==> src/logic/nlc_pkg.sv <==
// Q15.16 signed fixed point; samples above +-2^15 wrap once moved into Q15.16
`default_nettype none

package nlc_pkg;

	localparam int NUM_CH   = 16;
	localparam int CH_W     = $clog2(NUM_CH);
	localparam int ADC_W    = 21;
	localparam int WORD_W   = 32;
	localparam int PROD_W   = 2 * WORD_W;
	localparam int FRAC_W   = 16;
	localparam int ORDER    = 5;
	localparam int NUM_PASS = ORDER + 1;  // Pass 0 normalizes, 1..5 are Horner steps
	localparam int PASS_W   = $clog2(NUM_PASS);
	localparam int MAC_LAT  = 2;
	localparam int DRN_W    = $clog2(MAC_LAT + 1);

	// Word address is channel * FIELDS_PER_CH + field
	localparam int FIELDS_PER_CH = 8;
	localparam int FLD_W         = $clog2(FIELDS_PER_CH);
	localparam int ADR_W         = CH_W + FLD_W;
	localparam int FLD_OFFSET    = 0;
	localparam int FLD_RECIP     = 1;
	localparam int FLD_COEF0     = 2;  // coeff0..coeff5 in fields 2..7

	localparam int NLC_LATENCY = NUM_PASS * (NUM_CH + MAC_LAT + 1) + 2;

	typedef logic signed [ADC_W-1:0]  adc_word_t;
	typedef logic signed [WORD_W-1:0] nlc_word_t;

	typedef struct packed {
		nlc_word_t           offset;  // Pre-scaled by recip_stdev
		nlc_word_t           recip_stdev;
		nlc_word_t [ORDER:0] coeff;
	} nlc_chan_params_t;

	typedef enum logic [1:0] {
		IDLE,
		ISSUE,
		DRAIN,
		RELEASE
	} nlc_state_t;

endpackage

`default_nettype wire

==> src/logic/nlc_seq_fsm.sv <==
// start_i is only honoured in IDLE; done_o pulses one cycle after RELEASE as busy_o drops
`default_nettype none

module nlc_seq_fsm (
	input  wire  clk,
	input  wire  reset,
	input  wire  start_i,
	input  wire  ch_last_i,
	input  wire  pass_last_i,
	input  wire  drain_done_i,
	output logic capture_o,
	output logic count_clr_o,
	output logic issue_en_o,
	output logic release_o,
	output logic busy_o,
	output logic done_o
);
	import nlc_pkg::*;

	nlc_state_t state_q;
	nlc_state_t state_d;
	logic       accept;

	assign accept      = (state_q == IDLE) && start_i;
	assign capture_o   = accept;
	assign count_clr_o = accept;
	assign issue_en_o  = (state_q == ISSUE);
	assign release_o   = (state_q == RELEASE);
	assign busy_o      = (state_q != IDLE);

	always_comb begin
		state_d = state_q;
		case (state_q)
			IDLE: begin
				if (accept) begin
					state_d = ISSUE;
				end
			end
			ISSUE: begin
				if (ch_last_i) begin
					state_d = DRAIN;  // Last channel of this pass issued
				end
			end
			DRAIN: begin
				if (drain_done_i) begin
					state_d = pass_last_i ? RELEASE : ISSUE;
				end
			end
			RELEASE: begin
				state_d = IDLE;
			end
			default: begin
				state_d = IDLE;
			end
		endcase
	end

	always_ff @(posedge clk) begin
		if (reset) begin
			state_q <= IDLE;
			done_o  <= 1'b0;
		end else begin
			state_q <= state_d;
			done_o  <= release_o;  // Lines up with the x_lin_o update
		end
	end

endmodule

`default_nettype wire

==> config.mk <==
export PLATFORM = sky130hd
export DESIGN_NAME = nlc_seq_fsm
export DESIGN_NICKNAME = d
export VERILOG_FILES = /design/src/logic/nlc_pkg.sv /design/src/logic/nlc_seq_fsm.sv
export SDC_FILE = /design/constraint.sdc
export NUM_CORES = 1
export LEC_CHECK = 0
export BUFFER_PORTS_ARGS = -buffer_cell sky130_fd_sc_hd__buf_2
export CAP_MARGIN = 40
export CORE_AREA = 2 2 39 41
export CTS_CLUSTER_DIAMETER = 80
export DETAILED_ROUTE_END_ITERATION = 6
export DIE_AREA = 0 0 41 43
export GPL_TIMING_DRIVEN = 0
export SLEW_MARGIN = 40
export SYNTH_ARGS = -nofsm -noshare
export SYNTH_HDL_FRONTEND = slang
export SYNTH_SLANG_ARGS = --single-unit
==> constraint.sdc <==
create_clock -name clk -period 1.2 [get_ports clk]
set_input_delay 0.12 -clock clk [delete_from_list [all_inputs] [get_ports clk]]
set_output_delay 0.12 -clock clk [all_outputs]
set_load 0.005 [all_outputs]
==> impl_metrics.tcl <==
set metrics [dict create \
    io_buffers 11 \
    initial_core_util_pct 11.0 \
    die_height_microns 43 \
    fin_crit_sh_pct 101 \
    wirelength_microns 411 \
    yosys_register_bits 3 \
    p_clk_share_pct 48.2 \
    root_buffer "clkbuf_4" \
    cts_buffers 3 \
    crit_start "state_q[1]" \
    syn-mean-instance-area_sq_um 8.48 \
    rsz0062_at_grt "true" \
    ys.flop_type "dfxtp_1" \
    min_path_cells 2 \
    maxCapViolCount 0 \
    routedWlPerCell_microns 8.06 \
    placed_area_sq_um 228 \
    seq_area_frac_synth_pct 39.3 \
    startpoint_type "flip-flop" \
    syn_nets 24 \
    setup_viol 1 \
    slew_headroom_pct 86.0 \
    fin_crit_ns 1.21 \
    first_pass_iters 1 \
    p_int_w 0.000285 \
    syn_area_sq_um 153 \
    rr_worst_depth 4 \
    run_status "finished, violations left" \
    hold_class "input port to flip-flop" \
    routabilityCongestion 0.612 \
    yosys-top-cells-area "dfxtp_1, nor2b_2, a211oi_1" \
    violations "setup timing" \
    pre_cts_ws_ns 0.151 \
    p_leak_nw 0.146 \
    yosys.area.top_type "dfxtp_1" \
    synth-edff-count 0 \
    max_freq_mhz 826 \
    grt_max_degree 7 \
    hold_violations 0 \
    grt_pass1_wl_microns 600 \
    drive_above_1_share_pct 62.9 \
    cts_sinks 3 \
    synth_top_area_share_pct 39.3 \
    ir_drop_v 0.000168 \
    fin_setup_tns_ns -0.0106 \
    grt.total_usage_pct 5.81 \
    num_rows 14 \
    vias_per_cell 3.67 \
    synth_cell_types 16 \
    design.portCount 12 \
    r2r_slack_ns 0.27 \
    clk_latency_ns 0.24 \
    clk_path_buf_depth 2 \
    utilization_pct 21.2 \
    switchingPower_w 0.0000952 \
    antennaDiodeCount 0 \
    fin_skew_ns 0.00170 \
    nFillCells 162 \
    p_per_area_nw_per_um2 1290 \
    netSwitchingFraction_pct 25.0 \
    min-delay-start "reset" \
    whs_endpoint "state_q[1]" \
    h-tree-depth 1 \
    critPathCaptureType "output pin" \
    nets 42 \
    worst_slack_ns -0.0106 \
    cts.clk_slew.worst_paths_ns 0.04 \
    synthArstFlopShare_pct 0 \
    synth_cells 18 \
    postRouteAntennaNets 0 \
    tightest_slew_ns 0.209 \
    gr-total-overflow 0 \
    drt_iter0_markers 0 \
    antenna_found_initial 0 \
    drc 0 \
    yosysMostFrequentCell "dfxtp_1" \
    core_area_sq_um 1380 \
    fin_area_sq_um 294 \
    vias 187 \
    cts_tree "done" \
    ys_warn_count 0 \
    timing.rr.end "state_q[0]" \
    combPwrFrac_pct 22.4 \
    crit_arrival_ns 1.09 \
    pwr-share-seq_pct 29.4 \
    grt_pass1_vias 179 \
    dieArea_sq_um 1760 \
    area_delta_synth_final_pct 92.6 \
    r2r-start "state_q[1]" \
    worst-path-max-fanout 2 \
    die_width_microns 41 \
    crit_type "flip-flop to output pin" \
    crit_required_ns 1.08 \
    drv_slew 0 \
]
## worst max-delay path: stages, from the launching register on
cell,delay [ns]
dfxtp_4,0.33
or2_4,0.26
nor2_4,0.09
buf_6,0.10
buf_6,0.08
## stage by stage
step / instances / hold WS (ns) / total power (W)
global route: 51 / 0.0635 / 0.000404
global placement: 45 / 0.311 / 0.000174
detailed placement: 45 / 0.317 / 0.000174
floorplan: 18 / 0.189 / 0.000145
finish: 51 / 0.0633 / 0.000380
CTS: 51 / 0.0541 / 0.000380
## worst max path at each step
stage / end / cells past startpoint / slack, ns
2_1_floorplan: count_clr_o / 3 / 0.23
3_3_place_gp: count_clr_o / 4 / 0.16
3_5_place_dp: count_clr_o / 4 / 0.15
4_1_cts: count_clr_o / 4 / -0.07
5_1_grt: count_clr_o / 4 / -0.06
6_report: count_clr_o / 4 / -0.01
## placed cells by master, fill, tap and decap left out, drive strengths merged, types with 2 or more instances in the layout
| cell | n |
|---|---|
| buf | 14 |
| clkbuf | 4 |
| dfxtp | 3 |
| nor2b | 2 |
## kinds of logic after synthesis
family	Yosys count	synth area share, %
buf+inv	2	7.38
compound gates	3	13.1
flops	3	39.3
simple gates	10	40.2
## power by group through the flow
| stage | Combinational [W] | Clock [W] | Sequential (W) |
|---|---|---|---|
| floorplan | 0.0000314 | 0 | 0.000114 |
| global placement | 0.0000582 | 0 | 0.000115 |
| detailed placement | 0.0000582 | 0 | 0.000116 |
| CTS | 0.0000751 | 0.000194 | 0.000112 |
| global route | 0.0000942 | 0.000197 | 0.000113 |
| finish | 0.0000852 | 0.000183 | 0.000112 |
## cell type report
cell class	instances	area [sq um]	share of cell area (%)
Sequential cell	3	65.1	22.1
Clock buffer	4	26.3	8.94
Buffer	1	11.3	3.83
Timing Repair Buffer	13	76.3	26.0
Inverter	1	3.75	1.28
Multi-Input combinational cell	13	91.3	31.1
Tap cell	16	20.0	6.81
## registers in the layout, summed over array words and instances, names as in the netlist
name     cells
state_q      2
done_o       1
## layer usage
metal,wire (microns),global-route usage (%),up-vias,part of all wire [%]
li1,-,-,91,-
met1,130,3.83,91,32
met2,252,8.75,5,61
met3,28,1.57,0,6.8
met4,0,10.0,0,0
met5,0,0,-,0
## repair_timing
action | 4_1_cts | 5_1_grt
buffers inserted | 2 | 0
gates resized for setup | 4 | 4
pin swaps | 2 | 1
hold buffers | 0 | 0
setup endpoints to repair | 2 | 3
Note: power is estimated with default switching activity, not from simulation.
