--- src/logic/nlc_pkg.sv ---
// Q15.16 signed fixed point; samples above +-2^15 wrap once moved into Q15.16
`default_nettype none

package nlc_pkg;

	localparam int NUM_CH   = 16;
	localparam int CH_W     = $clog2(NUM_CH);
	localparam int ADC_W    = 21;
	localparam int WORD_W   = 32;
	localparam int PROD_W   = 2 * WORD_W;
	localparam int FRAC_W   = 16;
	localparam int ORDER    = 5;
	localparam int NUM_PASS = ORDER + 1;  // Pass 0 normalizes, 1..5 are Horner steps
	localparam int PASS_W   = $clog2(NUM_PASS);
	localparam int MAC_LAT  = 2;
	localparam int DRN_W    = $clog2(MAC_LAT + 1);

	// Word address is channel * FIELDS_PER_CH + field
	localparam int FIELDS_PER_CH = 8;
	localparam int FLD_W         = $clog2(FIELDS_PER_CH);
	localparam int ADR_W         = CH_W + FLD_W;
	localparam int FLD_OFFSET    = 0;
	localparam int FLD_RECIP     = 1;
	localparam int FLD_COEF0     = 2;  // coeff0..coeff5 in fields 2..7

	localparam int NLC_LATENCY = NUM_PASS * (NUM_CH + MAC_LAT + 1) + 2;

	typedef logic signed [ADC_W-1:0]  adc_word_t;
	typedef logic signed [WORD_W-1:0] nlc_word_t;

	typedef struct packed {
		nlc_word_t           offset;  // Pre-scaled by recip_stdev
		nlc_word_t           recip_stdev;
		nlc_word_t [ORDER:0] coeff;
	} nlc_chan_params_t;

	typedef enum logic [1:0] {
		IDLE,
		ISSUE,
		DRAIN,
		RELEASE
	} nlc_state_t;

endpackage

`default_nettype wire

--- src/logic/nlc_mac_if.sv ---
// No stall path, the multiply-add pipe takes one operation every cycle
`default_nettype none

interface nlc_mac_if;
	import nlc_pkg::*;

	logic            op_valid;
	nlc_word_t       op_a;
	nlc_word_t       op_b;
	nlc_word_t       op_c;
	logic [CH_W-1:0] op_tag;  // Channel of the operation

	logic            res_valid;
	nlc_word_t       res;
	logic [CH_W-1:0] res_tag;

	modport issuer (
		output op_valid, op_a, op_b, op_c, op_tag
	);

	modport mac (
		input  op_valid, op_a, op_b, op_c, op_tag,
		output res_valid, res, res_tag
	);

	modport sink (
		input res_valid, res, res_tag
	);

endinterface

`default_nettype wire

--- src/logic/nlc_mac_pipe.sv ---
// res = ((a * b) >>> FRAC_W) + c, wrapped to WORD_W bits; two register stages, no stall
`default_nettype none

module nlc_mac_pipe (
	input wire     clk,
	input wire     reset,
	nlc_mac_if.mac mac
);
	import nlc_pkg::*;

	logic                     v1_q;
	logic signed [PROD_W-1:0] prod_q;
	nlc_word_t                c1_q;
	logic [CH_W-1:0]          tag1_q;
	logic signed [PROD_W-1:0] sum;

	// Stage 1, full product
	always_ff @(posedge clk) begin
		if (reset) begin
			v1_q <= 1'b0;
		end else begin
			v1_q <= mac.op_valid;
		end
	end

	always_ff @(posedge clk) begin
		prod_q <= mac.op_a * mac.op_b;
		c1_q   <= mac.op_c;
		tag1_q <= mac.op_tag;
	end

	assign sum = (prod_q >>> FRAC_W) + c1_q;  // Arithmetic shift keeps the sign

	// Stage 2, rescale and add
	always_ff @(posedge clk) begin
		if (reset) begin
			mac.res_valid <= 1'b0;
		end else begin
			mac.res_valid <= v1_q;
		end
	end

	always_ff @(posedge clk) begin
		mac.res     <= sum[WORD_W-1:0];
		mac.res_tag <= tag1_q;
	end

endmodule

`default_nettype wire

--- src/flat_wrapper.sv ---
// flat-port wrapper written by rule: the top's interface ports become plain ports
module nlc_mac_pipe_flat import nlc_pkg::*;
  (clk, reset, mac_op_valid, mac_op_a, mac_op_b, mac_op_c, mac_op_tag, mac_res_valid, mac_res, mac_res_tag);
  nlc_mac_if mac_i ();
  input wire clk;
  input wire reset;
  input wire logic [$bits(mac_i.op_valid)-1:0] mac_op_valid;
  input wire logic [$bits(mac_i.op_a)-1:0] mac_op_a;
  input wire logic [$bits(mac_i.op_b)-1:0] mac_op_b;
  input wire logic [$bits(mac_i.op_c)-1:0] mac_op_c;
  input wire logic [$bits(mac_i.op_tag)-1:0] mac_op_tag;
  output wire logic [$bits(mac_i.res_valid)-1:0] mac_res_valid;
  output wire logic [$bits(mac_i.res)-1:0] mac_res;
  output wire logic [$bits(mac_i.res_tag)-1:0] mac_res_tag;
  assign mac_i.op_valid = mac_op_valid;
  assign mac_i.op_a = mac_op_a;
  assign mac_i.op_b = mac_op_b;
  assign mac_i.op_c = mac_op_c;
  assign mac_i.op_tag = mac_op_tag;
  assign mac_res_valid = mac_i.res_valid;
  assign mac_res = mac_i.res;
  assign mac_res_tag = mac_i.res_tag;
  nlc_mac_pipe u_core (.clk(clk), .reset(reset), .mac(mac_i));
endmodule
--- config.mk ---
export PLATFORM = sky130hd
export DESIGN_NAME = nlc_mac_pipe_flat
export DESIGN_NICKNAME = d
export VERILOG_FILES = /design/src/logic/nlc_pkg.sv /design/src/logic/nlc_mac_if.sv /design/src/logic/nlc_mac_pipe.sv /design/src/flat_wrapper.sv
export SDC_FILE = /design/constraint.sdc
export NUM_CORES = 2
export LEC_CHECK = 0
export ABC_AREA = 1
export ABC_CLOCK_PERIOD_IN_PS = 14700
export BUFFER_PORTS_ARGS = -buffer_cell sky130_fd_sc_hd__buf_4
export CAP_MARGIN = 0
export CORE_MARGIN = 5
export CORE_UTILIZATION = 66
export CTS_BUF_LIST = sky130_fd_sc_hd__clkbuf_4
export CTS_CLUSTER_DIAMETER = 200
export DETAILED_ROUTE_END_ITERATION = 10
export GPL_ROUTABILITY_DRIVEN = 0
export PLACE_DENSITY_LB_ADDON = 0.25
export SLEW_MARGIN = 20
export SYNTH_ARGS = -nofsm -noshare
export SYNTH_HDL_FRONTEND = slang
export SYNTH_SLANG_ARGS = --single-unit
--- constraint.sdc ---
create_clock -name clk -period 14.7 [get_ports clk]
set_clock_uncertainty 0.1 [all_clocks]
set_input_delay 2.94 -clock clk [delete_from_list [all_inputs] [get_ports clk]]
set_output_delay 2.94 -clock clk [all_outputs]
set_load 0.02 [all_outputs]
==> run metrics <==
flops & latches, synth=106; Layout Nets=5,371; nature of the critical path endpoint=flip-flop; arithmetic-cell share of the synthesized area counting full adders, half adders and majority gates=56.5%; num ports=140; die height=237 µm; wire length of the first global-routing pass=150,000 µm; relative area change from synthesis to final layout=3.92%; worst slew slack as a fraction of its limit=54.4%; Final Setup Violations=0; number of routed nets with antenna violations=0; area share of xor/xnor cells in the synthesized design=1.88%; worst r2r dst=u_core.mac.res[30]; status=complete, no violations; # Post-CTS Setup Buffers=0; unrepaired setup endpoints after global routing=false; simple logic cell fraction of the synthesized area=15.3%; max-slew violations=0; share of layout cells above drive strength 1=4.17%; violation count after the first detailed-route iteration=2,040; design area=35,400 µm²; CTS tree=done; Detailed Routing Iterations Pass 1=6; drt drc=0; core area=51,200 µm²; largest net degree at the start of global routing=35; slew at the pin with the worst max-slew slack=681 ps; startpoint of the worst-slack reg-to-reg timing path=u_core.c1_q[0]; top area cells in the synthesized netlist=sky130_fd_sc_hd__fa_1 49%, sky130_fd_sc_hd__inv_1 15%, sky130_fd_sc_hd__nand2_1 13%; starting utilization of the core area=66.5%; fraction of synthesis flops using an asynchronous set or reset pin=0%; die width=237 µm; total placed cells including tap cells=4,904; sort of element at the start of the critical path=primary input; number of core rows=83; I/O Buffers=139; clock period minus final worst setup slack=9590 ps; top-area cell type share of the netlist area=49.4%; initial antenna violation count=3; post-synthesis cell count=4,264; count of cells resized by post-cts repair=0; distinct cell type count of the synthesized netlist=45; vias per cell=5.38; count of warnings emitted by yosys=0; CTS max path bufs=2; worst min-delay path category=flip-flop to flip-flop; CTS Root Cell=sky130_fd_sc_hd__clkbuf_4; multiplexer area fraction after synthesis=0%; max-cap violation count=0; placed instance area=35,200 µm²; vias post-DR=26,500; post-synthesis sequential area ratio=6.24%; clock-pin slew reported for the worst setup and hold paths after clock tree synthesis=170 ps; deepest level of the CTS H-tree=3; worst path required time=15,010 ps; number of CTS-inserted buffers=9; area of the die=56,200 µm²; share of the clock period used by the worst path after layout=65.3%; DP Wirelength=71,000 µm; global router's overall resource usage=33.9%; worst setup slack for register-to-register paths=12,330 ps; worst-path fanout max=32; Post-Syn Area=34,000 µm²; Cell Count, Final, Fillers Out=4,921; clock network latency to the later pin of the worst-skew pair=460 ps; data arrival at the endpoint of the critical path=9900 ps; wire per inst=18.3 µm; main combinational cell family by area after synthesis=adder cells; syn_nets=5,400; Fin Setup TNS=0 ps; total of hold buffers inserted after clock tree synthesis=0; Yosys top cell by area=sky130_fd_sc_hd__fa_1; Setup crit start=mac_op_b[2]; number of synthesized flops with an enable pin=0; timing endpoint of the critical path=u_core.prod_q[46]; worst setup path category=primary input to flip-flop; most frequently used flop master after synthesis=sky130_fd_sc_hd__dfxtp_1; remaining global-route overflow=0; R2R cell count=13; syn_area_per_cell=7.98 µm²; number of endpoints with negative hold slack in the final report=0; vias in the first global route=29,100; Highest Clock Rate=0.104 GHz; Layout fillers=4,197; post-synthesis compound-gate area fraction=3.20%; final WL=90,300 µm; clk sinks=106
==> metrics by stage <==
step / util, % / hold slack (ps) / setup slack, ps
after global routing: 69.1 / 248 / 4910
after global placement: 68.8 / 210 / 4840
after floorplan: - / 210 / 5370
after detailed placement: 68.8 / 212 / 4770
after CTS: 69.1 / 246 / 5240
final: 69.1 / 245 / 5110
==> worst min-delay path by stage <==
| stage | startpoint | to | cells past startpoint |
|---|---|---|---|
| after global routing | u_core.tag1_q[1] | u_core.mac.res_tag[1] | 0 |
| after detailed placement | u_core.tag1_q[1] | u_core.mac.res_tag[1] | 0 |
| after global placement | u_core.tag1_q[3] | u_core.mac.res_tag[3] | 0 |
| final | u_core.tag1_q[3] | u_core.mac.res_tag[3] | 0 |
| after CTS | u_core.tag1_q[1] | u_core.mac.res_tag[1] | 0 |
| after floorplan | u_core.tag1_q[0] | u_core.mac.res_tag[0] | 0 |
==> synthesized netlist by cell type, types with 2 or more instances <==
master                     count
sky130_fd_sc_hd__a21o_1        7
sky130_fd_sc_hd__a21oi_1      95
sky130_fd_sc_hd__a221oi_1      2
sky130_fd_sc_hd__a31oi_1       8
sky130_fd_sc_hd__and3_1        4
sky130_fd_sc_hd__buf_1        13
sky130_fd_sc_hd__buf_2        11
sky130_fd_sc_hd__buf_4         2
sky130_fd_sc_hd__clkbuf_1    152
sky130_fd_sc_hd__dfxtp_1     106
sky130_fd_sc_hd__fa_1        839
sky130_fd_sc_hd__ha_1        194
sky130_fd_sc_hd__inv_1      1341
sky130_fd_sc_hd__nand2_1    1134
sky130_fd_sc_hd__nand2_2       6
sky130_fd_sc_hd__nand3_1      50
sky130_fd_sc_hd__nand3b_1      7
sky130_fd_sc_hd__nand4_1       8
sky130_fd_sc_hd__nor2_1      103
sky130_fd_sc_hd__nor3_1       13
sky130_fd_sc_hd__nor4_1        3
sky130_fd_sc_hd__o21a_1        6
sky130_fd_sc_hd__o21ai_0      46
sky130_fd_sc_hd__o21ai_1       6
sky130_fd_sc_hd__o21ai_2       3
sky130_fd_sc_hd__o21bai_1      8
sky130_fd_sc_hd__o311ai_0      2
sky130_fd_sc_hd__or2_2         7
sky130_fd_sc_hd__xnor2_1      22
sky130_fd_sc_hd__xor2_1       51
==> layout make-up <==
class                      count  area, µm²  area share, %
multi-input combinational   2637      26200           74.0
inverter                    1342       5040           14.2
sequential                   106       2120           6.00
timing repair buffer         139       1040           2.95
tap                          680        851           2.41
clock buffer                  10       75.1          0.212
clock inverter                 6       62.6          0.177
antenna                        1       2.50        0.00708
==> layout by cell type, fill, tap and decap left out, drive strengths merged, types with 4 or more instances in the layout <==
cell type | Yosys | final
a21o | 7 | 7
a21oi | 96 | 96
a31oi | 8 | 8
and3 | 4 | 4
buf | 27 | 139
clkbuf | 152 | 10
clkinv | 0 | 4
dfxtp | 106 | 106
fa | 839 | 839
ha | 194 | 194
inv | 1342 | 1344
nand2 | 1140 | 1140
nand3 | 51 | 51
nand3b | 7 | 7
nand4 | 8 | 8
nor2 | 104 | 104
nor3 | 13 | 13
o21a | 6 | 6
o21ai | 55 | 55
o21bai | 9 | 9
or2 | 8 | 8
xnor2 | 22 | 22
xor2 | 51 | 51
==> critical path, stage by stage <==
cell,delay (ps)
sky130_fd_sc_hd__buf_4,360
sky130_fd_sc_hd__nand2_1,150
sky130_fd_sc_hd__inv_1,160
sky130_fd_sc_hd__fa_1,470
sky130_fd_sc_hd__fa_1,500
sky130_fd_sc_hd__fa_1,680
sky130_fd_sc_hd__inv_1,320
sky130_fd_sc_hd__fa_1,610
sky130_fd_sc_hd__inv_1,50
sky130_fd_sc_hd__fa_1,490
sky130_fd_sc_hd__inv_1,50
sky130_fd_sc_hd__fa_1,550
sky130_fd_sc_hd__fa_1,450
sky130_fd_sc_hd__fa_1,490
sky130_fd_sc_hd__inv_1,40
sky130_fd_sc_hd__ha_1,420
sky130_fd_sc_hd__nand2_1,120
sky130_fd_sc_hd__nor3_1,270
sky130_fd_sc_hd__nand2_1,130
sky130_fd_sc_hd__nor2_1,190
sky130_fd_sc_hd__nand4_1,170
sky130_fd_sc_hd__nand3_1,140
sky130_fd_sc_hd__xor2_1,150
==> cells by family (layout without fill, tap and decap cells) <==
group / Yosys count / in the layout
and+or+nand+nor: 1339 / 1339
buffers and inverters: 1521 / 1497
xor gates and xnor gates: 73 / 73
other: 0 / 1
DFF: 106 / 106
AOI/OAI and AO/OA: 192 / 192
adders and majority gates: 1033 / 1033
==> layer usage <==
metal | wire length, µm | global-route usage, %
met1 | 32900 | 43.2
met2 | 42100 | 54.8
met3 | 10100 | 8.48
met4 | 5190 | 15.9
met5 | 24 | 0
==> sequential cells by signal (all words and copies together) (netlist names) <==
signal	cells
u_core.c1_q	32
u_core.mac.res	32
u_core.mac.res_tag	4
u_core.mac.res_valid	1
u_core.prod_q	32
u_core.tag1_q	4
u_core.v1_q	1
Power is not shown: default switching activity piles up to over one toggle a cycle in this logic, so the estimate is an artifact.
