<file path="src/logic/nlc_pkg.sv">
// Q15.16 signed fixed point; samples above +-2^15 wrap once moved into Q15.16
`default_nettype none

package nlc_pkg;

	localparam int NUM_CH   = 16;
	localparam int CH_W     = $clog2(NUM_CH);
	localparam int ADC_W    = 21;
	localparam int WORD_W   = 32;
	localparam int PROD_W   = 2 * WORD_W;
	localparam int FRAC_W   = 16;
	localparam int ORDER    = 5;
	localparam int NUM_PASS = ORDER + 1;  // Pass 0 normalizes, 1..5 are Horner steps
	localparam int PASS_W   = $clog2(NUM_PASS);
	localparam int MAC_LAT  = 2;
	localparam int DRN_W    = $clog2(MAC_LAT + 1);

	// Word address is channel * FIELDS_PER_CH + field
	localparam int FIELDS_PER_CH = 8;
	localparam int FLD_W         = $clog2(FIELDS_PER_CH);
	localparam int ADR_W         = CH_W + FLD_W;
	localparam int FLD_OFFSET    = 0;
	localparam int FLD_RECIP     = 1;
	localparam int FLD_COEF0     = 2;  // coeff0..coeff5 in fields 2..7

	localparam int NLC_LATENCY = NUM_PASS * (NUM_CH + MAC_LAT + 1) + 2;

	typedef logic signed [ADC_W-1:0]  adc_word_t;
	typedef logic signed [WORD_W-1:0] nlc_word_t;

	typedef struct packed {
		nlc_word_t           offset;  // Pre-scaled by recip_stdev
		nlc_word_t           recip_stdev;
		nlc_word_t [ORDER:0] coeff;
	} nlc_chan_params_t;

	typedef enum logic [1:0] {
		IDLE,
		ISSUE,
		DRAIN,
		RELEASE
	} nlc_state_t;

endpackage

`default_nettype wire

</file>
<file path="src/logic/nlc_mac_if.sv">
// No stall path, the multiply-add pipe takes one operation every cycle
`default_nettype none

interface nlc_mac_if;
	import nlc_pkg::*;

	logic            op_valid;
	nlc_word_t       op_a;
	nlc_word_t       op_b;
	nlc_word_t       op_c;
	logic [CH_W-1:0] op_tag;  // Channel of the operation

	logic            res_valid;
	nlc_word_t       res;
	logic [CH_W-1:0] res_tag;

	modport issuer (
		output op_valid, op_a, op_b, op_c, op_tag
	);

	modport mac (
		input  op_valid, op_a, op_b, op_c, op_tag,
		output res_valid, res, res_tag
	);

	modport sink (
		input res_valid, res, res_tag
	);

endinterface

`default_nettype wire

</file>
<file path="src/logic/nlc_operand_store.sv">
// Operands leave through a register; all results of a pass land before the next pass reads them
`default_nettype none

module nlc_operand_store (
	input  wire                                          clk,
	input  wire                                          reset,
	input  wire                                          capture_i,
	input  wire                                          issue_en_i,
	input  wire                                          release_i,
	input  wire nlc_pkg::adc_word_t [nlc_pkg::NUM_CH-1:0] x_adc_i,
	input  wire [nlc_pkg::CH_W-1:0]                      ch_idx_i,
	input  wire [nlc_pkg::PASS_W-1:0]                    pass_idx_i,
	input  wire nlc_pkg::nlc_chan_params_t               params_i,
	nlc_mac_if.issuer                                    mac,
	nlc_mac_if.sink                                      res,
	output nlc_pkg::adc_word_t [nlc_pkg::NUM_CH-1:0]     x_lin_o
);
	import nlc_pkg::*;

	adc_word_t         x_q    [NUM_CH];
	nlc_word_t         norm_q [NUM_CH];
	nlc_word_t         acc_q  [NUM_CH];
	nlc_word_t         sample;
	nlc_word_t         a_d;
	nlc_word_t         b_d;
	nlc_word_t         c_d;
	logic [PASS_W-1:0] coef_sel;

	assign sample   = nlc_word_t'(x_q[ch_idx_i]) <<< FRAC_W;  // Integer part of Q15.16
	assign coef_sel = PASS_W'(ORDER) - pass_idx_i;

	always_comb begin
		if (pass_idx_i == '0) begin
			a_d = sample;
			b_d = params_i.recip_stdev;
			c_d = params_i.offset;
		end else begin
			a_d = (pass_idx_i == PASS_W'(1)) ? params_i.coeff[ORDER] : acc_q[ch_idx_i];
			b_d = norm_q[ch_idx_i];
			c_d = params_i.coeff[coef_sel];
		end
	end

	always_ff @(posedge clk) begin
		if (reset) begin
			mac.op_valid <= 1'b0;
		end else begin
			mac.op_valid <= issue_en_i;
		end
	end

	always_ff @(posedge clk) begin
		mac.op_a   <= a_d;
		mac.op_b   <= b_d;
		mac.op_c   <= c_d;
		mac.op_tag <= ch_idx_i;
		if (capture_i) begin
			for (int i = 0; i < NUM_CH; i++) begin
				x_q[i] <= x_adc_i[i];
			end
		end
		if (res.res_valid) begin
			if (pass_idx_i == '0) begin
				norm_q[res.res_tag] <= res.res;
			end else begin
				acc_q[res.res_tag] <= res.res;
			end
		end
	end

	always_ff @(posedge clk) begin
		if (reset) begin
			x_lin_o <= '0;
		end else if (release_i) begin
			for (int i = 0; i < NUM_CH; i++) begin
				x_lin_o[i] <= adc_word_t'(acc_q[i] >>> FRAC_W);  // Drop fraction, keep low bits
			end
		end
	end

endmodule

`default_nettype wire

</file>
<file path="src/flat_wrapper.sv">
// flat-port wrapper written by rule: the top's interface ports become plain ports
module nlc_operand_store_flat import nlc_pkg::*;
  (clk, reset, capture_i, issue_en_i, release_i, x_adc_i, ch_idx_i, pass_idx_i, params_i, x_lin_o, mac_op_valid, mac_op_a, mac_op_b, mac_op_c, mac_op_tag, res_res_valid, res_res, res_res_tag);
  nlc_mac_if mac_i ();
  nlc_mac_if res_i ();
  input  wire clk;
  input  wire reset;
  input  wire capture_i;
  input  wire issue_en_i;
  input  wire release_i;
  input  wire nlc_pkg::adc_word_t [nlc_pkg::NUM_CH-1:0] x_adc_i;
  input  wire [nlc_pkg::CH_W-1:0] ch_idx_i;
  input  wire [nlc_pkg::PASS_W-1:0] pass_idx_i;
  input  wire nlc_pkg::nlc_chan_params_t params_i;
  output nlc_pkg::adc_word_t [nlc_pkg::NUM_CH-1:0] x_lin_o;
  output wire logic [$bits(mac_i.op_valid)-1:0] mac_op_valid;
  output wire logic [$bits(mac_i.op_a)-1:0] mac_op_a;
  output wire logic [$bits(mac_i.op_b)-1:0] mac_op_b;
  output wire logic [$bits(mac_i.op_c)-1:0] mac_op_c;
  output wire logic [$bits(mac_i.op_tag)-1:0] mac_op_tag;
  input wire logic [$bits(res_i.res_valid)-1:0] res_res_valid;
  input wire logic [$bits(res_i.res)-1:0] res_res;
  input wire logic [$bits(res_i.res_tag)-1:0] res_res_tag;
  assign mac_op_valid = mac_i.op_valid;
  assign mac_op_a = mac_i.op_a;
  assign mac_op_b = mac_i.op_b;
  assign mac_op_c = mac_i.op_c;
  assign mac_op_tag = mac_i.op_tag;
  assign res_i.res_valid = res_res_valid;
  assign res_i.res = res_res;
  assign res_i.res_tag = res_res_tag;
  nlc_operand_store u_core (.clk(clk), .reset(reset), .capture_i(capture_i), .issue_en_i(issue_en_i), .release_i(release_i), .x_adc_i(x_adc_i), .ch_idx_i(ch_idx_i), .pass_idx_i(pass_idx_i), .params_i(params_i), .mac(mac_i), .res(res_i), .x_lin_o(x_lin_o));
endmodule
</file>
<file path="config.mk">
export PLATFORM = sky130hd
export DESIGN_NAME = nlc_operand_store_flat
export DESIGN_NICKNAME = d
export VERILOG_FILES = /design/src/logic/nlc_pkg.sv /design/src/logic/nlc_mac_if.sv /design/src/logic/nlc_operand_store.sv /design/src/flat_wrapper.sv
export SDC_FILE = /design/constraint.sdc
export NUM_CORES = 2
export LEC_CHECK = 0
export ABC_AREA = 1
export BUFFER_PORTS_ARGS = -buffer_cell sky130_fd_sc_hd__buf_2
export CELL_PAD_IN_SITES_DETAIL_PLACEMENT = 1
export CELL_PAD_IN_SITES_GLOBAL_PLACEMENT = 1
export CORE_AREA = 4 4 412 414
export CTS_CLUSTER_SIZE = 10
export DETAILED_ROUTE_END_ITERATION = 10
export DIE_AREA = 0 0 416 418
export PLACE_DENSITY_LB_ADDON = 0.1
export RECOVER_POWER = 25
export SLEW_MARGIN = 10
export SYNTH_ARGS = -nofsm -noshare
export SYNTH_HDL_FRONTEND = slang
export SYNTH_SLANG_ARGS = --single-unit
</file>
<file path="constraint.sdc">
create_clock -name clk -period 4.9 [get_ports clk]
set_input_delay 1.225 -clock clk [delete_from_list [all_inputs] [get_ports clk]]
set_output_delay 1.225 -clock clk [all_outputs]
set_load 0.1 [all_outputs]
</file>
==> flow_metrics.py <==
metrics = {
    "final_layout": {
        "post_route_cells_drive_above_1_share_pct": 19.35,
        "final_cell_count_no_fill": 9124,
        "layout-area-overhead-vs-synth_pct": 19.70,
        "layout.filler_cells": 18210,
        "layout.core_utilization_pct": 46.47,
        "design.final.nets": 7372,
    },
    "timing": {
        "max_slew_margin_pct": -36.54,
        "max_freq_mhz": 236.1,
        "number_of_slew_limit_violations_in_the_final_report": 488,
        "rsz0062_at_grt": "no",
        "clock-skew-final_ps": 37.70,
        "min_period_over_period_pct": 86.43,
        "tns_ps": 0,
        "worst-slew-pin-transition_ps": 2048,
        "finalSetupViolCount": 0,
        "final_critical_path_required_period_ps": 4235,
        "timing_hold_violations_final": 0,
    },
    "clocking": {
        "clkSinkCount": 1637,
        "cts.path.max_buffers": 3,
        "cts_inserted_buffers": 188,
        "clock_insertion_delay_worst_skew_ps": 810,
        "clock_slew_at_the_register_clock_pins_of_the_worst_setup_and_hold_paths_ps": 50,
        "cts_repair_resize_count": 0,
        "clock_tree.root_cell": "sky130_fd_sc_hd__clkbuf_16",
        "cts_max_level": 4,
        "cts_setup_buffers": 0,
        "cts_tree": "built",
        "post_cts_hold_buffer_count": 0,
    },
    "power_and_ir_drop": {
        "totalPowerFinal_mw": 33.17,
        "leakage_nw": 29.76,
        "power.density_cell_area_nw_per_um2": 429.4,
        "worst_ir_drop_vdd_v": 0.0003504,
    },
    "detailed_routing": {
        "vias": 49150,
        "routedWlPerCell_um": 28.12,
        "detail-route-antenna-nets": 0,
        "route.final.wire_length_um": 256600,
        "drc_errors": 0,
        "detailed_router_s_first_iteration_violation_count": 4364,
        "drt-pass1-iter-count": 5,
        "drt-vias-per-instance": 5.387,
    },
    "die": {
        "initial_core_util_pct": 38.82,
        "design.core.area_um2": 166300,
        "die_height_um": 418,
        "pin_count": 1078,
        "num_rows": 150,
        "die_x_um": 416,
        "die_ar_um2": 173900,
    },
    "yosys": {
        "synth.yosys.seq_area_share_pct": 70.62,
        "yosysUniqueCellTypes": 20,
        "netlist_area_um2": 64550,
        "synth_nets": 6541,
        "synth_seq_cells": 1637,
        "ys_warn_count": 0,
        "synth_area_per_cell_um2": 10.94,
        "syn-instance-count": 5900,
    },
    "placed_design": {
        "detailed_place_hpwl_um": 167800,
        "post-place-cells": 8745,
        "routabilityCongestion": 0.9210,
        "port_buffers": 997,
    },
    "status": {
        "run_status": "finished with violations",
        "violations": "capacitance limit, slew limit",
    },
    "worst_setup_path": {
        "critPathCaptureType": "flip-flop",
        "worstSetupPathType": "primary input to flip-flop",
        "setup.worst_path.start_class": "primary input",
        "timing.critical_path.arrival_ps": 4910,
        "worstPathMaxFanout": 78,
        "critical_path_required_ps": 5570,
    },
    "global_routing": {
        "grt.total_usage_pct": 28.54,
        "number_of_global_route_vias_before_repair": 48650,
        "overflow": 0,
        "grt_antenna_before_repair": 68,
        "grt_max_degree": 143,
        "grt_pass1_wl_um": 358500,
    },
    "job": {
        "drv_cap": 15,
    },
    "worst_hold_path": {
        "hold_path_class": "flip-flop to flip-flop",
    },
}
## worst max-delay path, stage by stage
cell and delay, ps:
sky130_fd_sc_hd__clkbuf_1 1430, sky130_fd_sc_hd__inv_8 640, sky130_fd_sc_hd__buf_12 430, sky130_fd_sc_hd__buf_4 250
sky130_fd_sc_hd__nand3_1 110, sky130_fd_sc_hd__nand3_1 70, sky130_fd_sc_hd__nand2_1 110, sky130_fd_sc_hd__a21oi_1 70
sky130_fd_sc_hd__a21oi_1 370
## path summary, 6_finish.rpt
path / from / to / slack, ps / depth (start not counted)
hold reg to reg: x_lin_o[217] / x_lin_o[217] / 460 / 2
setup reg to reg: u_core.x_q[10][1] / u_core.mac.op_a[17] / 3110 / 6
setup / recovery: ch_idx_i[1] / u_core.mac.op_b[25] / 660 / 9
hold / removal: x_lin_o[217] / x_lin_o[217] / 460 / 2
## synthesized netlist by cell type, drive strengths merged
library cell,instances,area [um2]
xor2,1,16.27
dfxtp,357,7147
o21ai,324,1622
buf,271,1508
a211oi,101,758.2
nand2,1428,5360
inv,121,454.2
or2,6,37.54
nor2,673,2531
o31ai,31,232.7
a21oi,378,1892
edfxtp,1280,38440
nand3,655,3278
o211ai,66,495.5
clkbuf,208,780.8
## metrics by stage
step | hold slack (ps) | setup WS, ps | area [um2]
6_report | 457.2 | 664.8 | 77270
2_1_floorplan | 504.7 | 952.0 | 64550
4_1_cts | 459.5 | 1445 | 77250
3_3_place_gp | 446.7 | 1234 | 71670
5_1_grt | 475.2 | 759.3 | 77240
3_5_place_dp | 450.8 | 1254 | 71670
## layer usage
layer	global-route usage [%]	up-vias	wire length, um
met1	36.13	25070	104500
met4	12.13	20	11440
li1	-	22110	-
met3	4.754	374	13990
met2	48.56	1580	126500
met5	0	-	115
## cell families after synthesis
kind of cell	after synthesis	synth area share [%]
compound gates	900	7.746
xor+xnor	1	0.02521
buf+inv	600	4.249
flops	1637	70.62
simple gates	2762	17.36
## final cells by class
type	instances	area [um2]	share of cell area, %
antenna	37	92.59	0.1198
clock buffer	324	5340	6.911
clock inverter	18	242.7	0.3142
inverter	121	481.7	0.6235
multi-input combinational	3663	16480	21.33
sequential	1637	45580	59.00
tap	2204	2758	3.569
timing repair buffer	1120	6287	8.137
## state kept, by name (all words and copies together) (netlist names)
signal	cells
u_core.mac.op_a	32
x_lin_o	256
u_core.acc_q	512
u_core.norm_q	512
u_core.mac.op_tag	4
u_core.x_q	256
u_core.mac.op_c	32
u_core.mac.op_b	32
u_core.mac.op_valid	1
## placed cells by master, fill, tap and decap left out, drive strengths merged, types with 6 or more instances in the layout
| cell | synthesis | layout |
|---|---|---|
| a211oi | 101 | 101 |
| a21oi | 378 | 378 |
| buf | 271 | 1068 |
| clkbuf | 208 | 376 |
| clkinv | 0 | 10 |
| dfxtp | 357 | 357 |
| diode | 0 | 37 |
| edfxtp | 1280 | 1280 |
| inv | 121 | 127 |
| nand2 | 1428 | 1428 |
| nand3 | 655 | 655 |
| nor2 | 673 | 673 |
| o211ai | 66 | 66 |
| o21ai | 324 | 324 |
| o31ai | 31 | 31 |
| or2 | 6 | 6 |
## power breakdown
group | switching [mW] | leakage (nW) | internal (mW)
sequential | 0.233 | 14.7 | 15.5
clock | 5.62 | 2.66 | 7.42
combinational | 3.61 | 12.4 | 0.809
Note: power is estimated with default switching activity, not from simulation.
