File: src/logic/nlc_pkg.sv
// Q15.16 signed fixed point; samples above +-2^15 wrap once moved into Q15.16
`default_nettype none

package nlc_pkg;

	localparam int NUM_CH   = 16;
	localparam int CH_W     = $clog2(NUM_CH);
	localparam int ADC_W    = 21;
	localparam int WORD_W   = 32;
	localparam int PROD_W   = 2 * WORD_W;
	localparam int FRAC_W   = 16;
	localparam int ORDER    = 5;
	localparam int NUM_PASS = ORDER + 1;  // Pass 0 normalizes, 1..5 are Horner steps
	localparam int PASS_W   = $clog2(NUM_PASS);
	localparam int MAC_LAT  = 2;
	localparam int DRN_W    = $clog2(MAC_LAT + 1);

	// Word address is channel * FIELDS_PER_CH + field
	localparam int FIELDS_PER_CH = 8;
	localparam int FLD_W         = $clog2(FIELDS_PER_CH);
	localparam int ADR_W         = CH_W + FLD_W;
	localparam int FLD_OFFSET    = 0;
	localparam int FLD_RECIP     = 1;
	localparam int FLD_COEF0     = 2;  // coeff0..coeff5 in fields 2..7

	localparam int NLC_LATENCY = NUM_PASS * (NUM_CH + MAC_LAT + 1) + 2;

	typedef logic signed [ADC_W-1:0]  adc_word_t;
	typedef logic signed [WORD_W-1:0] nlc_word_t;

	typedef struct packed {
		nlc_word_t           offset;  // Pre-scaled by recip_stdev
		nlc_word_t           recip_stdev;
		nlc_word_t [ORDER:0] coeff;
	} nlc_chan_params_t;

	typedef enum logic [1:0] {
		IDLE,
		ISSUE,
		DRAIN,
		RELEASE
	} nlc_state_t;

endpackage

`default_nettype wire

File: src/logic/nlc_step_counter.sv
// Drain runs MAC_LAT + 1 cycles after the last channel; pass index wraps after the last pass
`default_nettype none

module nlc_step_counter (
	input  wire                        clk,
	input  wire                        reset,
	input  wire                        clr_i,
	input  wire                        issue_en_i,
	output logic [nlc_pkg::CH_W-1:0]   ch_idx_o,
	output logic [nlc_pkg::PASS_W-1:0] pass_idx_o,
	output logic                       ch_last_o,
	output logic                       pass_last_o,
	output logic                       drain_done_o
);
	import nlc_pkg::*;

	logic [DRN_W-1:0] drn_cnt_q;
	logic             draining_q;

	assign ch_last_o    = (ch_idx_o == CH_W'(NUM_CH - 1));
	assign pass_last_o  = (pass_idx_o == PASS_W'(NUM_PASS - 1));
	assign drain_done_o = draining_q && (drn_cnt_q == DRN_W'(MAC_LAT));

	always_ff @(posedge clk) begin
		if (reset || clr_i) begin
			ch_idx_o   <= '0;
			pass_idx_o <= '0;
			drn_cnt_q  <= '0;
			draining_q <= 1'b0;
		end else begin
			if (issue_en_i) begin
				ch_idx_o <= ch_last_o ? '0 : ch_idx_o + 1'b1;
			end
			if (issue_en_i && ch_last_o) begin
				draining_q <= 1'b1;  // Channel index wrapped
				drn_cnt_q  <= '0;
			end else if (drain_done_o) begin
				draining_q <= 1'b0;
				drn_cnt_q  <= '0;
				pass_idx_o <= pass_last_o ? '0 : pass_idx_o + 1'b1;
			end else if (draining_q) begin
				drn_cnt_q <= drn_cnt_q + 1'b1;
			end
		end
	end

endmodule

`default_nettype wire

File: config.mk
export PLATFORM = sky130hd
export DESIGN_NAME = nlc_step_counter
export DESIGN_NICKNAME = d
export VERILOG_FILES = /design/src/logic/nlc_pkg.sv /design/src/logic/nlc_step_counter.sv
export SDC_FILE = /design/constraint.sdc
export NUM_CORES = 1
export LEC_CHECK = 0
export ABC_CLOCK_PERIOD_IN_PS = 1980
export BUFFER_PORTS_ARGS = -buffer_cell sky130_fd_sc_hd__buf_2
export CORE_AREA = 8 8 45 47
export CTS_CLUSTER_SIZE = 12
export DETAILED_ROUTE_END_ITERATION = 7
export DIE_AREA = 0 0 53 55
export PLACE_DENSITY = 0.6
export SLEW_MARGIN = 25
export SYNTH_ARGS = -nofsm -noshare
export SYNTH_HDL_FRONTEND = slang
export SYNTH_SLANG_ARGS = --single-unit
export TNS_END_PERCENT = 20
File: constraint.sdc
create_clock -name clk -period 1.98 [get_ports clk]
set_clock_uncertainty 0.05 [all_clocks]
set_input_delay 0.594 -clock clk [delete_from_list [all_inputs] [get_ports clk]]
set_output_delay 0.594 -clock clk [all_outputs]
set_load 0.02 [all_outputs]
==> qor.yml, run 1 <==
status: "completed"
tritoncts: "done"
regArea_um2: 200.2
p_comb_share_pct: 4.8
initial_core_util_pct: 32.64
dp_hpwl_um: 795.1
synth-seq-cells: 10
final_net_count: 73
dp.cells: 78
crit_arrival_ps: 1210
placement_rows: 14
synthTopCellsByArea: "dfxtp_1 44%, ha_1 5.5%, nor2_1 5.0%"
criticalPathCategory: "flop to output pin"
wl_met1_um: 438
final_max_slew_viol_count: 0
final_hold_viol_count: 0
ctsHoldBuffers: 0
wl_met2_um: 422
num_vias: 397
cp_max_fo: 4
h-tree-depth: 1
die_w_um: 53
setup_tns_ps: 0
ys_seq_area_share_pct: 44.32
synthToLayoutAreaGrowth_pct: 23.82
max_slew_margin_pct: 81.86
path_clk_slew_ps: 70
clock-root-buffer: "clkbuf_4"
p_seq_share_pct: 56.9
synth_mux_area_share_pct: 4.709
drtIter0Drc: 4
ant_nets: 0
post-cts-setup-buffers: 0
port_buffers: 13
dieArea_um2: 2915
multi_input_area_um2: 240.2
antenna_found_initial: 0
grt_overflow: 0
grt_pass1_wl_um: 1697
synth_fa_ha_area_share_pct: 5.540
grt_pass1_vias: 414
ios: 14
fin_crit_sh_pct: 93.74
fillers: 151
synth_xor_area_share_pct: 5.817
r2r-end: "pass_idx_o[2]"
fin_crit_ps: 1856
first_pass_iters: 4
r2r_start: "ch_idx_o[0]"
synth_area_um2: 451.7
synth-simple-area-share_pct: 25.21
num_antenna_cells: 0
avgSynthCellArea_um2: 9.218
cp-end-kind: "output pin"
coreArea_um2: 1384
ff2ff_setup_slack_ps: 420
ys_warn_count: 0
clock_latency_ps: 260
p_int_uw: 280.0
place.gp.congestion: 0.6648
min-delay-start: "drn_cnt_q[1]"
cts_buffers: 3
min_path_type: "flop to flop"
synth_top_family_by_area: "simple AND/OR/NAND/NOR gates"
yosysTopAreaCell: "dfxtp_1"
cts.sinks: 10
rsz0062_at_grt: "no"
die_h_um: 55
crit_required_ps: 1340
fmax_mhz: 538.8
yosys.cell_types.count: 22
clk_path_buf_depth: 2
syn-instance-count: 49
layout-drive-gt1-share_pct: 29.23
top_layer: "met4"
drc_errors: 0
p_per_area_nw_per_um2: 641.4
maxCapViolCount: 0
worstMarginPinSlew_ps: 271.1
detail_route.wl_per_cell_um: 12.07
reg2reg_depth: 4
synth_compound_gate_area_share_pct: 11.91
swShare_pct: 21.95
crit_path_start_kind: "flop"
timing.hold.ws_ps: 456.5
wl_um: 978
whs_path_depth: 2
synth_fp_nets: 55
finalSetupViolations: 0
yosysTopAreaCellShare_pct: 44.32
grt_max_degree: 7
p_clk_share_pct: 38.3
p_leak_nw: 0.2441
cts-resized-gates: 0
instances_no_fill: 81
track_usage_pct: 8.004
route.met3.wl_um: 104
p_sw_uw: 78.73
peakVddDrop_mv: 0.4269
hold_end: "drn_cnt_q[1]"
via_per_inst: 4.901
## flip-flops by register name, indices dropped and copies added (netlist names)
| signal | count |
|---|---|
| ch_idx_o | 4 |
| pass_idx_o | 3 |
| drn_cnt_q | 2 |
| draining_q | 1 |
## kinds of logic (layout without fill, tap and decap cells)
family,count (synthesis),count (layout)
compound gates,8,8
xor+xnor,3,3
fa+ha+maj,2,2
buf+inv,3,19
flops,10,10
mux,2,2
simple gates,21,21
## power by group through the flow
stage / clock [mW] / combinational (mW) / sequential, mW
final: 0.137 / 0.0172 / 0.204
after detailed placement: 0 / 0.0175 / 0.209
after floorplan: 0 / 0.00706 / 0.210
after global placement: 0 / 0.0170 / 0.209
after CTS: 0.145 / 0.0175 / 0.204
after global routing: 0.152 / 0.0191 / 0.204
## layout by cell type, fill, tap and decap left out
| cell type | Yosys | final |
|---|---|---|
| xnor2_1 | 1 | 1 |
| nand3_1 | 1 | 1 |
| a21boi_0 | 2 | 2 |
| nand4_1 | 2 | 2 |
| or4_1 | 1 | 1 |
| nand2_1 | 4 | 4 |
| and4_4 | 1 | 1 |
| dfxtp_1 | 10 | 10 |
| mux2_2 | 1 | 1 |
| mux2i_1 | 1 | 1 |
| ha_1 | 2 | 2 |
| buf_2 | 0 | 13 |
| nor2_1 | 6 | 6 |
| and3_1 | 1 | 1 |
| a2bb2oi_1 | 1 | 1 |
| nand2b_1 | 1 | 1 |
| o21ai_0 | 3 | 3 |
| xor2_1 | 2 | 2 |
| a21boi_1 | 2 | 2 |
| clkbuf_4 | 0 | 3 |
| nor3_1 | 2 | 2 |
| inv_1 | 3 | 3 |
| or3_2 | 1 | 1 |
| or4b_1 | 1 | 1 |
## how the worst max path moves through the flow
stage	from	to	slack, ps	cells after the start
after floorplan	ch_idx_o[0]	ch_last_o	350	2
after CTS	ch_idx_o[0]	ch_last_o	110	3
after global routing	ch_idx_o[0]	ch_last_o	60	3
final	ch_idx_o[0]	ch_last_o	120	3
after global placement	issue_en_i	pass_idx_o[2]	360	4
after detailed placement	issue_en_i	pass_idx_o[2]	320	4
## layout make-up
class                      count  share of cell area [%]
timing repair buffer          13                   11.63
clock buffer                   3                   4.027
inverter                       3                   2.013
sequential                    10                   35.79
multi-input combinational     36                   42.95
tap                           16                   3.579
## routing by layer
| metal | vias to the layer above | global-route usage (%) |
|---|---|---|
| li1 | 205 | - |
| met1 | 176 | 8.589 |
| met2 | 14 | 12.11 |
| met3 | 2 | 3.476 |
| met4 | 0 | 6.466 |
| met5 | - | 0 |
## cells in the mapped netlist
cell        n
a21boi_0    2
a21boi_1    2
a2bb2oi_1   1
and3_1      1
and4_4      1
dfxtp_1    10
ha_1        2
inv_1       3
mux2_2      1
mux2i_1     1
nand2_1     4
nand2b_1    1
nand3_1     1
nand4_1     2
nor2_1      6
nor3_1      2
o21ai_0     3
or3_2       1
or4_1       1
or4b_1      1
xnor2_1     1
xor2_1      2
## worst max-delay path, stage by stage, from the launching register on
cell     delay, ps
dfxtp_1        380
ha_1           240
and3_1         170
buf_2          160
## through the flow
step           cell area [um2]  power, mW  util [%]  worst slack [ps]
6_report                 559.3     0.3587     40.42             124.0
5_1_grt                  559.3     0.3757     40.42             61.41
4_1_cts                  559.3     0.3669     40.42             107.1
3_5_place_dp             536.8     0.2262     38.79             324.7
3_3_place_gp             536.8     0.2257     38.79             358.8
2_1_floorplan            451.7     0.2174         -             353.2
Power figures use the tool's default switching activity.
==> run 2, diff against run 1 <==
--- a/config.mk
+++ b/config.mk
@@ -6,12 +6,13 @@
 export NUM_CORES = 1
 export LEC_CHECK = 0
 export ABC_CLOCK_PERIOD_IN_PS = 1980
-export BUFFER_PORTS_ARGS = -buffer_cell sky130_fd_sc_hd__buf_2
+export BUFFER_PORTS_ARGS = -buffer_cell sky130_fd_sc_hd__clkbuf_2
 export CORE_AREA = 8 8 45 47
 export CTS_CLUSTER_SIZE = 12
 export DETAILED_ROUTE_END_ITERATION = 7
 export DIE_AREA = 0 0 53 55
 export PLACE_DENSITY = 0.6
+export REMOVE_ABC_BUFFERS = 1
 export SLEW_MARGIN = 25
 export SYNTH_ARGS = -nofsm -noshare
 export SYNTH_HDL_FRONTEND = slang
==> qor.yml, run 2 (synthesis gave the netlist of run 1 again) <==
regMostFlops: "ch_idx_o"
crit_required_ps: 1340
reg2reg_depth: 4
ant_nets: 0
grt_max_degree: 7
maxCapViolCount: 0
num_antenna_cells: 0
ff2ff_setup_slack_ps: 440
dieArea_um2: 2915
grt_pass1_wl_um: 1669
wl_um: 982
final_common_cell: "clkbuf_2"
setup_tns_ps: 0
placed_area_um2: 536.8
crit_path_start_kind: "flop"
synthToLayoutAreaGrowth_pct: 26.87
largest_reg_flops: 4
die_w_um: 53
final_area_um2: 573.1
detail_route.wl_per_cell_um: 11.98
peakVddDrop_mv: 0.4763
num_vias: 398
worstMarginPinSlew_ps: 286.2
grt_pass1_vias: 403
post-cts-setup-buffers: 0
drtIter0Drc: 3
final_max_slew_viol_count: 0
layout-drive-gt1-share_pct: 30.30
track_usage_pct: 7.950
ctsHoldBuffers: 0
cp_max_fo: 4
initial_core_util_pct: 32.64
r2r-end: "pass_idx_o[2]"
port_buffers: 13
crit_arrival_ps: 1220
antenna_found_initial: 0
clk_path_buf_depth: 2
placement_rows: 14
min_path_type: "input port to flop"
crit_end: "ch_last_o"
h-tree-depth: 1
first_pass_iters: 3
place.gp.congestion: 0.6490
finalSetupViolations: 0
tritoncts: "done"
final_cell_mix: "13 x clkbuf_2, 10 x dfxtp_1, 6 x nor2_1, 4 x nand2_1"
criticalPathCategory: "flop to output pin"
final_net_count: 73
status: "completed"
p_per_area_nw_per_um2: 712.2
rsz0062_at_grt: "no"
cts-resized-gates: 0
fin_crit_ps: 1864
dp_hpwl_um: 756.5
clock-root-buffer: "clkbuf_4"
max_slew_margin_pct: 80.85
reg_top3: "ch_idx_o (4), pass_idx_o (3), drn_cnt_q (2)"
fmax_mhz: 536.4
fillers: 150
cp-end-kind: "output pin"
clock_latency_ps: 270
path_clk_slew_ps: 70
via_per_inst: 4.854
r2r_start: "ch_idx_o[0]"
fin_crit_sh_pct: 94.16
die_h_um: 55
coreArea_um2: 1384
cts_buffers: 3
ios: 14
p_leak_nw: 0.2427
grt_overflow: 0
critPathLaunch: "ch_idx_o[0]"
cts.sinks: 10
drc_errors: 0
final_hold_viol_count: 0
-- run 2: report_power, final --
part           switching (mW)  leakage [nW]  internal, mW
clock                  0.0756        0.0210         0.112
combinational         0.00952         0.141       0.00733
sequential            0.00164        0.0807         0.202
total                  0.0867         0.243         0.321
-- run 2: how the worst min path moves through the flow --
| stage | from | slack [ps] | endpoint | cells after the start |
|---|---|---|---|---|
| after global placement | drn_cnt_q[1] | 430 | drn_cnt_q[1] | 2 |
| after CTS | reset | 460 | ch_idx_o[1] | 2 |
| after floorplan | drn_cnt_q[1] | 410 | drn_cnt_q[1] | 2 |
| after detailed placement | drn_cnt_q[1] | 460 | drn_cnt_q[1] | 2 |
| final | reset | 470 | ch_idx_o[1] | 2 |
| after global routing | reset | 450 | ch_idx_o[1] | 2 |
-- run 2: stage by stage --
step | setup slack (ps) | instances | power, mW | hold WS, ps | util, %
final | 115.7 | 82 | 0.4081 | 470.2 | 41.41
after global routing | 26.35 | 82 | 0.4288 | 454.8 | 41.41
after CTS | 98.32 | 82 | 0.4153 | 456.2 | 41.41
after detailed placement | 328.7 | 78 | 0.2258 | 457.2 | 38.79
after global placement | 351.8 | 78 | 0.2257 | 430.0 | 38.79
after floorplan | 353.2 | 49 | 0.2174 | 412.8 | -
-- run 2: area by class of cell --
class	count	area [um2]	area share [%]
multi-input cells	36	240.2	41.92
well taps	16	20.02	3.493
repair buffers	13	65.06	11.35
clock buffers	4	36.28	6.332
inverters	3	11.26	1.965
flip-flops and latches	10	200.2	34.93
-- run 2: metal layers --
metal / vias up / routed length, um / part of all wire (%) / global-route usage [%]
met3: 2 / 88 / 9.0 / 3.743
met1: 172 / 485 / 49 / 9.202
met4: 0 / 9 / 0.92 / 6.466
met2: 14 / 398 / 41 / 10.94
met5: - / 0 / 0 / 0
li1: 210 / - / - / -
-- run 2: critical path, stage by stage, from the launching register on --
cell and delay (ps):
dfxtp_1 390, ha_1 230, and3_1 170, clkbuf_2 170
